--- config.mk ---
export PLATFORM = sky130hd
export DESIGN_NAME = kbd_letter_top
export DESIGN_NICKNAME = d
export VERILOG_FILES = /design/src/kbd_pkg.sv /design/src/key_event_if.sv /design/src/char_out_port.sv /design/src/kbd_letter_top.sv /design/src/kbd_scan_decoder.sv /design/src/key_letter_map.sv /design/src/ps2_rx.sv
export SDC_FILE = /design/constraint.sdc
export NUM_CORES = 1
export LEC_CHECK = 0
export BUFFER_PORTS_ARGS = -buffer_cell sky130_fd_sc_hd__buf_2
export CORE_MARGIN = 3
export CORE_UTILIZATION = 50
export CTS_BUF_LIST = sky130_fd_sc_hd__clkbuf_4 sky130_fd_sc_hd__clkbuf_8
export DETAILED_ROUTE_END_ITERATION = 10
export PLACE_DENSITY_LB_ADDON = 0.08
export RECOVER_POWER = 100
export SLEW_MARGIN = 20
export SYNTH_ARGS = -nofsm -noshare
export SYNTH_HDL_FRONTEND = slang
export SYNTH_SLANG_ARGS = --single-unit
--- constraint.sdc ---
create_clock -name clk -period 7.8 [get_ports clk]
set_input_delay 1.17 -clock clk [delete_from_list [all_inputs] [get_ports clk]]
set_output_delay 1.17 -clock clk [all_outputs]
set_load 0.005 [all_outputs]
--- src/kbd_pkg.sv ---
`default_nettype none

package kbd_pkg;

    ////////////////////////////////////////
    // Widths and sizes
    ////////////////////////////////////////

    // Key code is extended flag plus scan byte
    localparam int CODE_BITS   = 9;
    localparam int KEY_COUNT   = 512;
    localparam int LETTER_BITS = 5;

    ////////////////////////////////////////
    // Set-2 prefix bytes
    ////////////////////////////////////////

    localparam logic [7:0] SCAN_BREAK = 8'hF0;
    localparam logic [7:0] SCAN_EXT   = 8'hE0;

    // Split view of a key code
    typedef struct packed {
        logic       ext;
        logic [7:0] scan;
    } kbd_code_s;

    // Raw view indexes the key map, split view feeds the mapper
    typedef union packed {
        logic [CODE_BITS-1:0] raw;
        kbd_code_s            fields;
    } kbd_code_u;

    // Letter number, 1 is A and 26 is Z, 0 means none
    typedef logic [LETTER_BITS-1:0] letter_t;

endpackage

`default_nettype wire

--- src/key_event_if.sv ---
`timescale 1ns/1ns
`default_nettype none

interface key_event_if import kbd_pkg::*; ();

    // One-cycle pulse per key event
    logic                 valid;
    kbd_code_u            code;
    // Set for a press, clear for a release
    logic                 make;
    // Held keys, already updated for this event
    logic [KEY_COUNT-1:0] key_down;

    modport source (
        output valid,
        output code,
        output make,
        output key_down
    );

    modport sink (
        input valid,
        input code,
        input make,
        input key_down
    );

endinterface

`default_nettype wire

--- src/char_out_port.sv ---
`timescale 1ns/1ns
`default_nettype none

module char_out_port import kbd_pkg::*; #(
    parameter int FIFO_DEPTH = 4
) (
    input  logic    clk,
    input  logic    rst,
    input  logic    letter_valid,
    input  letter_t letter,
    input  logic    char_ack,
    output logic    char_req,
    output letter_t char_letter,
    output logic    overflow
);

    localparam int PTR_BITS = (FIFO_DEPTH > 1) ? $clog2(FIFO_DEPTH) : 1;
    localparam int CNT_BITS = $clog2(FIFO_DEPTH + 1);

    // Handshake states
    localparam logic [1:0] S_IDLE    = 2'd0;
    localparam logic [1:0] S_WAIT_HI = 2'd1;
    localparam logic [1:0] S_WAIT_LO = 2'd2;

    letter_t             mem [FIFO_DEPTH];
    logic [PTR_BITS-1:0] wr_ptr;
    logic [PTR_BITS-1:0] rd_ptr;
    logic [CNT_BITS-1:0] count;
    logic [1:0]          state;
    logic                full;
    logic                push;
    logic                pop;

    assign full = (count == CNT_BITS'(FIFO_DEPTH));
    assign push = letter_valid && !full;
    assign pop  = (state == S_WAIT_HI) && char_ack;

    ////////////////////////////////////////
    // Queue storage and pointers
    ////////////////////////////////////////

    always_ff @(posedge clk) begin
        if (push) begin
            mem[wr_ptr] <= letter;
        end
    end

    always_ff @(posedge clk) begin
        if (rst) begin
            wr_ptr   <= '0;
            rd_ptr   <= '0;
            count    <= '0;
            overflow <= 1'b0;
        end else begin
            // Full queue drops the letter, pop in the same cycle does not help
            overflow <= letter_valid && full;
            if (push) begin
                wr_ptr <= (wr_ptr == PTR_BITS'(FIFO_DEPTH - 1)) ? '0 : wr_ptr + 1'b1;
            end
            if (pop) begin
                rd_ptr <= (rd_ptr == PTR_BITS'(FIFO_DEPTH - 1)) ? '0 : rd_ptr + 1'b1;
            end
            case ({push, pop})
                2'b10:   count <= count + 1'b1;
                2'b01:   count <= count - 1'b1;
                default: count <= count;
            endcase
        end
    end

    ////////////////////////////////////////
    // Four-phase sender
    ////////////////////////////////////////

    always_ff @(posedge clk) begin
        if (rst) begin
            state <= S_IDLE;
        end else begin
            case (state)
                S_IDLE: begin
                    if (count != '0 && !char_ack) begin
                        state <= S_WAIT_HI;
                    end
                end
                S_WAIT_HI: begin
                    if (char_ack) begin
                        state <= S_WAIT_LO;
                    end
                end
                S_WAIT_LO: begin
                    if (!char_ack) begin
                        state <= S_IDLE;
                    end
                end
                default: state <= S_IDLE;
            endcase
        end
    end

    assign char_req    = (state == S_WAIT_HI);
    assign char_letter = mem[rd_ptr];

    a_letter_stable: assert property (@(posedge clk) disable iff (rst)
        char_req && $past(char_req) |-> $stable(char_letter));

    a_count_bound: assert property (@(posedge clk) disable iff (rst)
        count <= CNT_BITS'(FIFO_DEPTH));

endmodule

`default_nettype wire

--- src/kbd_letter_top.sv ---
`timescale 1ns/1ns
`default_nettype none

module kbd_letter_top import kbd_pkg::*; #(
    parameter int FIFO_DEPTH    = 4,
    parameter int FRAME_TIMEOUT = 2000
) (
    input  logic    clk,
    input  logic    rst,
    input  logic    ps2_clk,
    input  logic    ps2_data,
    input  logic    char_ack,
    output logic    char_req,
    output letter_t char_letter,
    output logic    parity_err,
    output logic    overflow
);

    logic       byte_valid;
    logic [7:0] byte_data;
    logic       letter_valid;
    letter_t    letter;

    key_event_if ev_if ();

    ////////////////////////////////////////
    // Keyboard side
    ////////////////////////////////////////

    ps2_rx #(
        .FRAME_TIMEOUT(FRAME_TIMEOUT)
    ) u_ps2_rx (
        .clk       (clk),
        .rst       (rst),
        .ps2_clk   (ps2_clk),
        .ps2_data  (ps2_data),
        .byte_valid(byte_valid),
        .byte_data (byte_data),
        .parity_err(parity_err)
    );

    kbd_scan_decoder u_scan_decoder (
        .clk       (clk),
        .rst       (rst),
        .byte_valid(byte_valid),
        .byte_data (byte_data),
        .ev        (ev_if.source)
    );

    ////////////////////////////////////////
    // Letter side
    ////////////////////////////////////////

    key_letter_map u_letter_map (
        .clk         (clk),
        .rst         (rst),
        .ev          (ev_if.sink),
        .letter_valid(letter_valid),
        .letter      (letter)
    );

    char_out_port #(
        .FIFO_DEPTH(FIFO_DEPTH)
    ) u_out_port (
        .clk         (clk),
        .rst         (rst),
        .letter_valid(letter_valid),
        .letter      (letter),
        .char_ack    (char_ack),
        .char_req    (char_req),
        .char_letter (char_letter),
        .overflow    (overflow)
    );

endmodule

`default_nettype wire

--- src/kbd_scan_decoder.sv ---
`timescale 1ns/1ns
`default_nettype none

module kbd_scan_decoder import kbd_pkg::*; (
    input  logic       clk,
    input  logic       rst,
    input  logic       byte_valid,
    input  logic [7:0] byte_data,
    key_event_if.source ev
);

    logic                 break_flag;
    logic                 ext_flag;
    logic                 is_prefix;
    logic [KEY_COUNT-1:0] key_map;
    kbd_code_u            next_code;

    // Code of the byte on the input right now
    always_comb begin
        next_code.fields.ext  = ext_flag;
        next_code.fields.scan = byte_data;
    end

    assign is_prefix = (byte_data == SCAN_BREAK) || (byte_data == SCAN_EXT);

    ////////////////////////////////////////
    // Prefix flags and key map
    ////////////////////////////////////////

    always_ff @(posedge clk) begin
        if (rst) begin
            break_flag <= 1'b0;
            ext_flag   <= 1'b0;
            key_map    <= '0;
            ev.valid   <= 1'b0;
        end else begin
            ev.valid <= 1'b0;
            if (byte_valid) begin
                if (byte_data == SCAN_BREAK) begin
                    break_flag <= 1'b1;
                end else if (byte_data == SCAN_EXT) begin
                    ext_flag <= 1'b1;
                end else begin
                    // Make sets the bit, break clears it
                    key_map[next_code.raw] <= ~break_flag;
                    ev.valid               <= 1'b1;
                    break_flag             <= 1'b0;
                    ext_flag               <= 1'b0;
                end
            end
        end
    end

    ////////////////////////////////////////
    // Event payload
    ////////////////////////////////////////

    always_ff @(posedge clk) begin
        if (byte_valid && !is_prefix) begin
            ev.code <= next_code;
            ev.make <= ~break_flag;
        end
    end

    // Map register already holds this event's update when valid is seen
    assign ev.key_down = key_map;

endmodule

`default_nettype wire

--- src/key_letter_map.sv ---
`timescale 1ns/1ns
`default_nettype none

module key_letter_map import kbd_pkg::*; (
    input  logic    clk,
    input  logic    rst,
    key_event_if.sink ev,
    output logic    letter_valid,
    output letter_t letter
);

    letter_t lut_letter;
    logic    hit;

    // Set-2 make codes of A to Z
    function automatic letter_t scan_to_letter(input logic [7:0] scan);
        case (scan)
            8'h1C: return 5'd1;
            8'h32: return 5'd2;
            8'h21: return 5'd3;
            8'h23: return 5'd4;
            8'h24: return 5'd5;
            8'h2B: return 5'd6;
            8'h34: return 5'd7;
            8'h33: return 5'd8;
            8'h43: return 5'd9;
            8'h3B: return 5'd10;
            8'h42: return 5'd11;
            8'h4B: return 5'd12;
            8'h3A: return 5'd13;
            8'h31: return 5'd14;
            8'h44: return 5'd15;
            8'h4D: return 5'd16;
            8'h15: return 5'd17;
            8'h2D: return 5'd18;
            8'h1B: return 5'd19;
            8'h2C: return 5'd20;
            8'h3C: return 5'd21;
            8'h2A: return 5'd22;
            8'h1D: return 5'd23;
            8'h22: return 5'd24;
            8'h35: return 5'd25;
            8'h1A: return 5'd26;
            default: return '0;
        endcase
    endfunction

    assign lut_letter = scan_to_letter(ev.code.fields.scan);

    // Extended keys never map, even when the byte matches a letter
    assign hit = ev.valid && ev.make && ev.key_down[ev.code.raw]
                 && !ev.code.fields.ext && (lut_letter != '0);

    always_ff @(posedge clk) begin
        if (rst) begin
            letter_valid <= 1'b0;
        end else begin
            letter_valid <= hit;
        end
    end

    always_ff @(posedge clk) begin
        letter <= lut_letter;
    end

    a_letter_nonzero: assert property (@(posedge clk) disable iff (rst)
        letter_valid |-> letter != '0);

endmodule

`default_nettype wire

--- src/ps2_rx.sv ---
`timescale 1ns/1ns
`default_nettype none

module ps2_rx #(
    parameter int FRAME_TIMEOUT = 2000
) (
    input  logic       clk,
    input  logic       rst,
    input  logic       ps2_clk,
    input  logic       ps2_data,
    output logic       byte_valid,
    output logic [7:0] byte_data,
    output logic       parity_err
);

    localparam int TO_BITS = $clog2(FRAME_TIMEOUT + 1);

    logic [2:0]         clk_sync;
    logic [1:0]         data_sync;
    logic               clk_fall;
    logic               data_bit;
    logic [3:0]         bit_cnt;
    logic [7:0]         shreg;
    logic               parity_bit;
    logic [TO_BITS-1:0] idle_cnt;
    logic               frame_ok;

    ////////////////////////////////////////
    // Line synchronizers
    ////////////////////////////////////////

    // Both lines idle high
    always_ff @(posedge clk) begin
        if (rst) begin
            clk_sync  <= '1;
            data_sync <= '1;
        end else begin
            clk_sync  <= {clk_sync[1:0], ps2_clk};
            data_sync <= {data_sync[0], ps2_data};
        end
    end

    assign clk_fall = clk_sync[2] & ~clk_sync[1];
    assign data_bit = data_sync[1];

    ////////////////////////////////////////
    // Frame assembly
    ////////////////////////////////////////

    // Odd parity over data and parity bit, stop bit high
    assign frame_ok = (^{shreg, parity_bit}) & data_bit;

    always_ff @(posedge clk) begin
        if (rst) begin
            bit_cnt    <= '0;
            idle_cnt   <= '0;
            byte_valid <= 1'b0;
            parity_err <= 1'b0;
        end else begin
            byte_valid <= 1'b0;
            parity_err <= 1'b0;
            if (clk_fall) begin
                idle_cnt <= '0;
                if (bit_cnt == 4'd10) begin
                    bit_cnt    <= '0;
                    byte_valid <= frame_ok;
                    parity_err <= ~frame_ok;
                end else if (bit_cnt != 4'd0 || !data_bit) begin
                    // A high start bit is noise, wait for a real one
                    bit_cnt <= bit_cnt + 4'd1;
                end
            end else if (bit_cnt != 4'd0) begin
                // Keyboard went quiet mid frame
                if (idle_cnt == TO_BITS'(FRAME_TIMEOUT - 1)) begin
                    bit_cnt  <= '0;
                    idle_cnt <= '0;
                end else begin
                    idle_cnt <= idle_cnt + 1'b1;
                end
            end
        end
    end

    // Data bits arrive LSB first
    always_ff @(posedge clk) begin
        if (clk_fall && bit_cnt >= 4'd1 && bit_cnt <= 4'd8) begin
            shreg <= {data_bit, shreg[7:1]};
        end
        if (clk_fall && bit_cnt == 4'd9) begin
            parity_bit <= data_bit;
        end
    end

    assign byte_data = shreg;

    a_no_dual_report: assert property (@(posedge clk) disable iff (rst)
        !(byte_valid && parity_err));

    a_bit_cnt_range: assert property (@(posedge clk) disable iff (rst)
        bit_cnt < 4'd11);

endmodule

`default_nettype wire

==> results of run 1 <==
-- worst max-delay path, stage by stage, from the launching register on --
cell and delay, ns:
dfxtp_1 0.30, clkbuf_1 2.90, inv_2 0.73, nand4_1 0.32, a21oi_1 0.09
-- report_power, final --
part	total, mW	switching, mW	internal, mW
Combinational	0.0177	0.0149	0.00271
Sequential	1.13	0.000754	1.13
Clock	1.02	0.440	0.581
-- worst max path at each step --
stage	start	end	slack [ns]	cells after the start
final	u_scan_decoder.break_flag$_SDFFE_PP0P_	u_scan_decoder.ev.key_down[61]$_SDFFE_PP0P_	3.17	4
after global routing	u_scan_decoder.break_flag$_SDFFE_PP0P_	u_scan_decoder.ev.key_down[63]$_SDFFE_PP0P_	2.57	4
after CTS	u_ps2_rx.byte_data[3]$_DFFE_PP_	flip-flop	4.48	11
after detailed placement	u_ps2_rx.byte_data[3]$_DFFE_PP_	flip-flop	4.49	11
after global placement	u_ps2_rx.byte_data[3]$_DFFE_PP_	flip-flop	4.58	11
after floorplan	u_ps2_rx.byte_data[1]$_DFFE_PP_	flip-flop	5.03	12
-- cells by family (layout without fill, tap and decap cells) --
logic type,Yosys count,in the layout
xor gates and xnor gates,22,22
DFF,215,215
buffers and inverters,172,99
and+or+nand+nor,316,316
adders and majority gates,11,11
muxes,57,57
AOI/OAI and AO/OA,345,345
-- synth_stat cells, types with 4 or more instances --
library cell	instances	area share
a211oi_1	4	0.0029
a21oi_1	150	0.073
a22oi_1	4	0.0029
a31oi_1	6	0.0036
and2_1	4	0.0024
and3_1	10	0.0060
buf_2	8	0.0039
clkbuf_1	141	0.051
dfxtp_1	176	0.34
edfxtp_1	39	0.11
ha_1	10	0.012
inv_1	15	0.0054
mux2_2	5	0.0054
mux2i_1	20	0.019
mux4_2	30	0.065
nand2_1	42	0.015
nand2b_1	5	0.0030
nand3_1	23	0.011
nand4_1	19	0.011
nor2_1	37	0.013
nor2b_1	16	0.0097
nor3_1	16	0.0077
nor3b_1	8	0.0058
nor4_1	6	0.0036
o21ai_0	138	0.067
o221ai_1	5	0.0042
o22ai_1	8	0.0048
or2_2	5	0.0030
or3_1	116	0.070
xnor2_1	14	0.012
xor2_1	8	0.0068
-- layout make-up --
type	instances	area (um2)	area share
clock buffer	54	668	0.0613
clock inverter	10	72.6	0.00666
inverter	18	68.8	0.00632
multi-input combinational	751	4970	0.456
sequential	215	4690	0.431
tap	270	338	0.0310
timing repair buffer	17	87.6	0.00804
-- sequential cells by signal, summed over array words and instances (netlist names), 2 cells and up, named ones only --
signal,cells
u_scan_decoder.ev.key_down,128
u_out_port.mem,20
u_ps2_rx.idle_cnt,11
u_scan_decoder.ev.code,9
u_ps2_rx.byte_data,8
u_letter_map.letter,5
u_ps2_rx.bit_cnt,4
u_out_port.count,3
u_ps2_rx.clk_sync,3
u_out_port.rd_ptr,2
u_out_port.state,2
u_out_port.wr_ptr,2
u_ps2_rx.data_sync,2
-- through the flow --
stage               setup slack [ns]  instance area, um2  power (mW)  utilization
floorplan                       5.03               10400        1.17            -
global placement                4.58               10200        1.17        0.502
detailed placement              4.49               10200        1.17        0.502
CTS                             4.48               10900        2.20        0.538
global route                    2.57               10900        2.24        0.537
finish                          3.17               10900        2.17        0.537
-- routing by layer --
layer  global-route usage  wire length, um  up-vias
met5                    0                0        -
met4               0.0618              465        0
met3               0.0324             1440       38
met2                0.354            11700      251
met1                0.317            11200     3769
li1                     -                -     3922
==> results.sh, run 1 <==
export IMPL_outcome="finished with violations"
export IMPL_violations="max-capacitance violations, max-slew violations"
export IMPL_hold_viol=0
export IMPL_row_count=52
export IMPL_drive_above_1_share=0.114
export IMPL_yosysWarnings=0
export IMPL_ios=13
export IMPL_die_h_um=150
export IMPL_fillers=1880
export IMPL_h_tree_depth=2
export IMPL_fin_hold_ws_ns=0.419
export IMPL_drc=0
export IMPL_cts_made_buffers=38
export IMPL_hold_class="reg -> reg"
export IMPL_crit_arrival_ns=4.88
export IMPL_critPathRequiredTime_ns=8.05
export IMPL_period_needed_ns=4.63
export IMPL_syn_nets=1154
export IMPL_cts_buffer_depth=3
export IMPL_syn_inst=1138
export IMPL_synth_cell_types=67
export IMPL_fin_nets=1057
export IMPL_grt_max_degree=115
export IMPL_syn_area_per_cell_um2=9.10
export IMPL_muxShareOfSynthArea=0.0937
export IMPL_hold_buffers=0
export IMPL_synth_ff_type="dfxtp_1"
export IMPL_synth_top_family_by_area="compound AO/OA/AOI/OAI gates"
export IMPL_die_w_um=150
export IMPL_cts_tree="built"
export IMPL_startpoint_type="flip-flop"
export IMPL_root_buffer="clkbuf_8"
export IMPL_synth_simple_area_share=0.170
export IMPL_finalNonFillerCells=1335
export IMPL_gp_congestion=0.843
export IMPL_p_leak_nw=3.42
export IMPL_grt_overflow_total=0
export IMPL_setup_violations=0
export IMPL_finalCritPeriodShare=0.594
export IMPL_maxSlewViolCount=190
export IMPL_synthAdderAreaFrac=0.0140
export IMPL_cts_resized=0
export IMPL_worstHoldPathCells=1
export IMPL_num_vias=7980
export IMPL_dp_hpwl_um=14900
export IMPL_reg2regPathDepth=4
export IMPL_max_slew_margin=-1.80
export IMPL_max_freq_mhz=216
export IMPL_core_area_um2=20300
export IMPL_maxCapViolCount=2
export IMPL_synthArstFlopShare=0
export IMPL_grt_pass1_vias=7431
export IMPL_worst_setup_path_end_kind="flip-flop"
export IMPL_clkLatencyLatePin_ns=0.53
export IMPL_finalSetupTns_ns=0
export IMPL_clk_pin_slew_ns=0.06
export IMPL_io_buffers=12
export IMPL_r2r_end="u_scan_decoder.ev.key_down[61]$_SDFFE_PP0P_"
export IMPL_cts_sinks=215
export IMPL_irDropWorstVdd_mv=0.104
export IMPL_r2r_start="u_scan_decoder.break_flag$_SDFFE_PP0P_"
export IMPL_whs_endpoint="u_ps2_rx.clk_sync[1]$_SDFF_PP1_"
export IMPL_clock_skew_ns=0.0241
export IMPL_firstDrtPassIters=5
export IMPL_dr_first_iter_drc_count=734
export IMPL_gr_usage_all_layers=0.222
export IMPL_num_antenna_cells=0
export IMPL_synth_seq_cells=215
export IMPL_seq_area_frac_synth=0.453
export IMPL_worstPathMaxFanout=114
export IMPL_die_area_um2=22500
export IMPL_syn_to_final_growth_pct=5.24
export IMPL_wl_per_cell_um=18.6
export IMPL_final_common_cell="dfxtp_1"
export IMPL_rsz0062_at_grt="false"
export IMPL_initial_core_util=0.510
export IMPL_antenna_found_initial=0
export IMPL_synth_compound_area_share=0.185
export IMPL_vias_per_cell=5.98
export IMPL_post_cts_setup_buffers=0
export IMPL_drtAntennaViolNets=0
export IMPL_crit_type="reg -> reg"
export IMPL_cellPowerDensity_nw_per_um2=199
export IMPL_grt_pass1_wl_um=40100
export IMPL_reg2reg_slack_ns=3.17
export IMPL_finalWirelength_um=24800
export IMPL_worstMarginPinSlew_ns=4.20
export IMPL_final_cell_mix="dfxtp_1, a21oi_1, o21ai_0"
export IMPL_synth_edff_count=39
export IMPL_synth_xor_area_frac=0.0186
export IMPL_dpl_cell_count=1271
export IMPL_syn_area_um2=10400
export IMPL_worstHoldStart="u_ps2_rx.clk_sync[0]$_SDFF_PP1_"
Note: power is estimated with default switching activity, not from simulation.
==> inputs of run 2 (changes only) <==
- ABC_AREA: default -> 1
- clock period: 7.8 -> 4.75 ns (I/O delays scaled with it)
==> run 2 against run 1 <==
The run still ends with max-capacitance violations, max-slew violations left; routed wire length grew 87%; sequential share of layout area decreased by 0.54 points; via count increased by 85%; setup slack worse by 2.2 ns; largest power group is now the clock network; power rose to 2.7 times the previous value; area after synthesis grew 53%; synthesized cell count grew 97%; highest routed layer unchanged; sequential cell count increased by 128; final cell count up 93%; critical path depth decreased by 2.
==> results.sh, run 2 <==
export IMPL_grt_overflow_total=0
export IMPL_drtAntennaViolNets=0
export IMPL_initial_core_util=0.514
export IMPL_yosysTopAreaCell="dfxtp_1"
export IMPL_period_needed_ns=3.76
export IMPL_crit_chain="buf_4 > a21oi_1"
export IMPL_wl_per_cell_um=18.0
export IMPL_p_leak_nw=6.26
export IMPL_firstDrtPassIters=8
export IMPL_cellPowerDensity_nw_per_um2=349
export IMPL_io_buffers=12
export IMPL_die_area_um2=33900
export IMPL_cts_sinks=343
export IMPL_vias_per_cell=5.74
export IMPL_finalWirelength_um=46500
export IMPL_yosysWarnings=0
export IMPL_grt_max_degree=158
export IMPL_ios=13
export IMPL_outcome="finished with violations"
export IMPL_final_cell_mix="nand2_1, nor2_1, dfxtp_1"
export IMPL_clkLatencyLatePin_ns=0.62
export IMPL_critPathRequiredTime_ns=5.20
export IMPL_yosys_top_cells_area="dfxtp_1, a21oi_1, nand2_1"
export IMPL_crit_buf_inv=1
export IMPL_gr_usage_all_layers=0.269
export IMPL_grt_pass1_wl_um=73700
export IMPL_core_area_um2=30900
export IMPL_fillers=2987
export IMPL_syn_area_um2=15900
export IMPL_critPathTopFamily="flip-flops"
export IMPL_syn_area_per_cell_um2=7.09
export IMPL_irDropWorstVdd_mv=0.284
export IMPL_root_buffer="clkbuf_8"
export IMPL_num_antenna_cells=0
export IMPL_largest_reg_flops=256
export IMPL_gp_congestion=0.823
export IMPL_cts_made_buffers=58
export IMPL_hold_buffers=0
export IMPL_worst_setup_path_end_kind="flip-flop"
export IMPL_dpl_cell_count=2470
export IMPL_synth_ff_type="dfxtp_1"
export IMPL_dp_hpwl_um=25100
export IMPL_synth_top_cells_by_count="nand2_1, nor2_1, dfxtp_1"
export IMPL_final_common_cell="nand2_1"
export IMPL_antenna_found_initial=0
export IMPL_clock_skew_ns=0.0337
export IMPL_maxSlewViolCount=117
export IMPL_synth_seq_cells=343
export IMPL_num_vias=14772
export IMPL_violations="max-capacitance violations, max-slew violations"
export IMPL_syn_nets=2256
export IMPL_synth_cell_types=43
export IMPL_synthArstFlopShare=0
export IMPL_worstMarginPinSlew_ns=3.31
export IMPL_setup_violations=0
export IMPL_finalNonFillerCells=2575
export IMPL_syn_inst=2240
export IMPL_synth_edff_count=39
export IMPL_max_freq_mhz=266
export IMPL_finalSetupTns_ns=0
export IMPL_grt_pass1_vias=13574
export IMPL_worstPathMaxFanout=86
export IMPL_finalCritPeriodShare=0.791
export IMPL_fin_nets=2150
export IMPL_cts_tree="built"
export IMPL_crit_arrival_ns=4.21
export IMPL_drc=0
export IMPL_cts_buffer_depth=3
export IMPL_ff_latch_area_um2=7260
export IMPL_slowest_delay_ns=2.56
export IMPL_startpoint_type="flip-flop"
export IMPL_syn_to_final_growth_pct=7.41
export IMPL_drive_above_1_share=0.0688
export IMPL_max_slew_margin=-1.20
export IMPL_rsz0062_at_grt="false"
export IMPL_row_count=64
export IMPL_seq_area_frac_synth=0.457
export IMPL_hold_class="in -> reg"
export IMPL_h_tree_depth=2
export IMPL_synthDominantCellAreaShare=0.383
export IMPL_multiInputGateArea_um2=7440
export IMPL_hold_viol=0
export IMPL_die_h_um=184
export IMPL_synth_most_common_cell="nand2_1"
export IMPL_crit_type="reg -> reg"
export IMPL_cts_resized=0
export IMPL_maxCapViolCount=2
export IMPL_die_w_um=184
export IMPL_clk_pin_slew_ns=0.06
export IMPL_slowest_stage="dfxtp_1"
export IMPL_post_cts_setup_buffers=0
export IMPL_dr_first_iter_drc_count=1463
run 2: changes by cell type in the layout (fill, tap and decap cells not counted), sizes merged, moves of 21 or more:
cell / delta
mux2i: -21
dfxtp: +128
nand2: +331
o21ai: +138
nand3: +235
clkbuf: +37
mux4: -30
or3: -116
inv: +77
a21oi: +132
nor2: +304
run 2: layout make-up:
cell class | count | area share
Clock buffer | 87 | 0.0647
Timing Repair Buffer | 27 | 0.00998
Tap cell | 396 | 0.0290
Inverter | 97 | 0.0219
Sequential cell | 343 | 0.425
Clock inverter | 18 | 0.0127
Multi-Input combinational cell | 1607 | 0.436
run 2: final timing paths:
check,start,end,slack (ns),depth (start not counted)
max reg2reg,u_scan_decoder.break_flag$_SDFFE_PP0P_,u_scan_decoder.ev.key_down[95]$_SDFFE_PP0P_,0.99,2
max,u_scan_decoder.break_flag$_SDFFE_PP0P_,u_scan_decoder.ev.key_down[95]$_SDFFE_PP0P_,0.99,2
min reg2reg,u_ps2_rx.clk_sync[0]$_SDFF_PP1_,u_ps2_rx.clk_sync[1]$_SDFF_PP1_,0.41,1
min,char_ack,u_out_port.state[0]$_SDFFE_PP0P_,0.29,2
run 2: cell families after synthesis:
logic type	share of synthesized area
compound gates	0.192
xor+xnor	0.00386
fa+ha+maj	0.00914
buf+inv	0.0724
flops	0.457
simple gates	0.266
run 2: per-layer routing:
| layer | routed length (um) | GRT usage | up-vias | share of wire |
|---|---|---|---|---|
| met5 | 0 | 0 | - | 0 |
| met4 | 1040 | 0.0732 | 0 | 0.022 |
| met3 | 3480 | 0.0478 | 87 | 0.075 |
| met2 | 20700 | 0.425 | 539 | 0.45 |
| met1 | 21200 | 0.381 | 6867 | 0.46 |
| li1 | - | - | 7279 | - |
run 2: stage by stage:
step                cell area (um2)  power [mW]  worst slack, ns  utilization  hold WS [ns]
global route                  17100        6.15            0.762        0.552         0.281
global placement              15800        3.04             1.64        0.511         0.392
CTS                           17100        6.01             1.59        0.554         0.270
floorplan                     15900        3.03             2.73            -         0.389
detailed placement            15800        3.04             1.60        0.511         0.393
finish                        17100        5.96            0.992        0.552         0.293
run 2: power breakdown:
group	switching (mW)	internal (mW)	total (mW)
combinational	0.0429	0.00983	0.0527
clock	1.23	1.75	2.98
sequential	0.00140	2.93	2.93
==> inputs of run 3 (changes only) <==
- clock period: 4.75 -> 3.4 ns (I/O delays scaled with it)
==> run 3 against run 2 <==
The run still ends with max-capacitance violations, max-slew violations left; die area stayed put; clock skew is 0.0020 ns lower; worst hold slack worse by 0.20 ns; critical path depth is 9 higher; register-to-register slack worse by 0.45 ns; first-iteration DRC count is 1.6% higher; global-route usage is 0.40 points higher; critical endpoint is now u_letter_map.letter_valid$_SDFF_PP0_.
==> results.sh, run 3 (synthesized netlist as in run 2, its figures left out) <==
export IMPL_max_freq_mhz=350
export IMPL_row_count=64
export IMPL_drive_above_1_share=0.0722
export IMPL_met1_usage=0.388
export IMPL_die_area_um2=33900
export IMPL_firstDrtPassIters=8
export IMPL_initial_core_util=0.514
export IMPL_hold_buffers=0
export IMPL_finalNonFillerCells=2583
export IMPL_fin_hold_ws_ns=0.0902
export IMPL_fin_nets=2162
export IMPL_period_needed_ns=2.86
export IMPL_setup_violations=0
export IMPL_hold_class="in -> reg"
export IMPL_drtAntennaViolNets=0
export IMPL_clkLatencyLatePin_ns=0.62
export IMPL_grt_met2_usage=0.426
export IMPL_grt_pass1_vias=13832
export IMPL_rsz0062_at_grt="false"
export IMPL_dp_hpwl_um=26600
export IMPL_crit_arrival_ns=3.41
export IMPL_gp_congestion=0.924
export IMPL_final_cell_mix="nand2_1, nor2_1, dfxtp_1"
export IMPL_pwr_share_seq=0.526
export IMPL_max_slew_margin=-0.105
export IMPL_irDropWorstVdd_mv=0.345
export IMPL_core_area_um2=30900
export IMPL_wl_per_cell_um=18.1
export IMPL_cellPowerDensity_nw_per_um2=456
export IMPL_grt_use_met3=0.0503
export IMPL_violations="max-capacitance violations, max-slew violations"
export IMPL_die_h_um=184
export IMPL_gr_usage_all_layers=0.273
export IMPL_clkPwrFrac=0.464
export IMPL_largest_reg_flops=256
export IMPL_clock_skew_ns=0.0317
export IMPL_dpl_cell_count=2482
export IMPL_fin_total_pwr_mw=7.78
export IMPL_top_usage_layer="met2"
export IMPL_clk_pin_slew_ns=0.06
export IMPL_internal_power_mw=6.07
export IMPL_critPathRequiredTime_ns=3.95
export IMPL_worst_setup_path_end_kind="flip-flop"
export IMPL_outcome="finished with violations"
export IMPL_worstMarginPinSlew_ns=1.66
export IMPL_finalSetupTns_ns=0
export IMPL_num_antenna_cells=0
export IMPL_io_buffers=12
export IMPL_ios=13
export IMPL_dr_first_iter_drc_count=1487
export IMPL_hold_viol=0
export IMPL_die_w_um=184
export IMPL_grt_max_degree=133
export IMPL_root_buffer="clkbuf_8"
export IMPL_final_common_cell="nand2_1"
export IMPL_num_vias=14861
export IMPL_maxSlewViolCount=30
export IMPL_finalCritPeriodShare=0.840
export IMPL_cts_sinks=343
export IMPL_cts_resized=0
export IMPL_power_switching_mw=1.71
export IMPL_worstPathMaxFanout=17
export IMPL_finalWirelength_um=46700
export IMPL_syn_to_final_growth_pct=7.33
export IMPL_p_leak_nw=6.24
export IMPL_grt_pass1_wl_um=74800
export IMPL_startpoint_type="flip-flop"
export IMPL_post_cts_setup_buffers=0
export IMPL_drc=0
export IMPL_vias_per_cell=5.75
export IMPL_crit_type="reg -> reg"
export IMPL_power_switching_share=0.219
export IMPL_grt_overflow_total=0
export IMPL_cts_buffer_depth=3
export IMPL_fin_util=0.551
export IMPL_h_tree_depth=2
export IMPL_cts_made_buffers=58
export IMPL_maxCapViolCount=1
export IMPL_cts_tree="built"
export IMPL_antenna_found_initial=0
export IMPL_combPwrFrac=0.010
[run 3: cell types whose count changed in the layout (fill, tap and decap cells not counted), moves of 3 or more]
cell,previous run,this run
clkinv_2,11,5
buf_12,1,8
clkbuf_8,72,62
clkbuf_4,15,21
o21ai_0,254,271
bufinv_16,5,1
nand2_1,367,358
o21ai_1,20,4
clkinv_1,5,15
buf_4,13,16
nand2_2,6,15
[run 3: worst max-delay path, stage by stage (launching register included)]
cell and delay, ns:
edfxtp_1 0.41, inv_1 0.66, clkbuf_1 0.63, buf_4 0.27, nand3_1 0.08, nand3_1 0.09, nand3_1 0.18, nand2_1 0.12
nand2_1 0.05, nand3_1 0.11, nand3_1 0.08, a21oi_1 0.12
[run 3: final cells by class]
class,count,area (um2)
fill,3011,13900
multi-input combinational,1607,7460
sequential,343,7260
clock buffer,83,1010
tap,396,495
inverter,97,374
timing repair buffer,39,343
clock inverter,18,104
[run 3: final timing paths]
| kind | from | end | slack (ns) | cells past startpoint |
|---|---|---|---|---|
| worst max-delay path | u_scan_decoder.ev.code[2]$_DFFE_PP_ | u_letter_map.letter_valid$_SDFF_PP0_ | 0.54 | 11 |
| worst min-delay path | ps2_data | u_ps2_rx.data_sync[0]$_SDFF_PP1_ | 0.09 | 2 |
| worst max register to register | u_scan_decoder.ev.code[2]$_DFFE_PP_ | u_letter_map.letter_valid$_SDFF_PP0_ | 0.54 | 11 |
| worst min register to register | u_ps2_rx.data_sync[0]$_SDFF_PP1_ | u_ps2_rx.data_sync[1]$_SDFF_PP1_ | 0.42 | 1 |
[run 3: routing by layer]
layer  wire [um]  share of wire
met3        3590          0.077
met4        1090          0.023
met5           0              0
met1       21200           0.45
met2       20900           0.45
[run 3: metrics by stage]
stage | instance area [um2] | setup WS [ns]
floorplan | 15900 | 1.38
global placement | 16000 | 0.945
detailed placement | 16000 | 0.816
CTS | 17100 | 0.714
global route | 17000 | 0.331
finish | 17000 | 0.543
[run 3: power by group through the flow]
stage                     logic [mW]  clock network [mW]  registers [mW]
final                         0.0782                3.61            4.09
after global routing          0.0852                3.87            4.09
after CTS                     0.0781                3.69            4.09
after detailed placement      0.0782                   0            4.18
after global placement        0.0788                   0            4.18
after floorplan               0.0550                   0            4.18
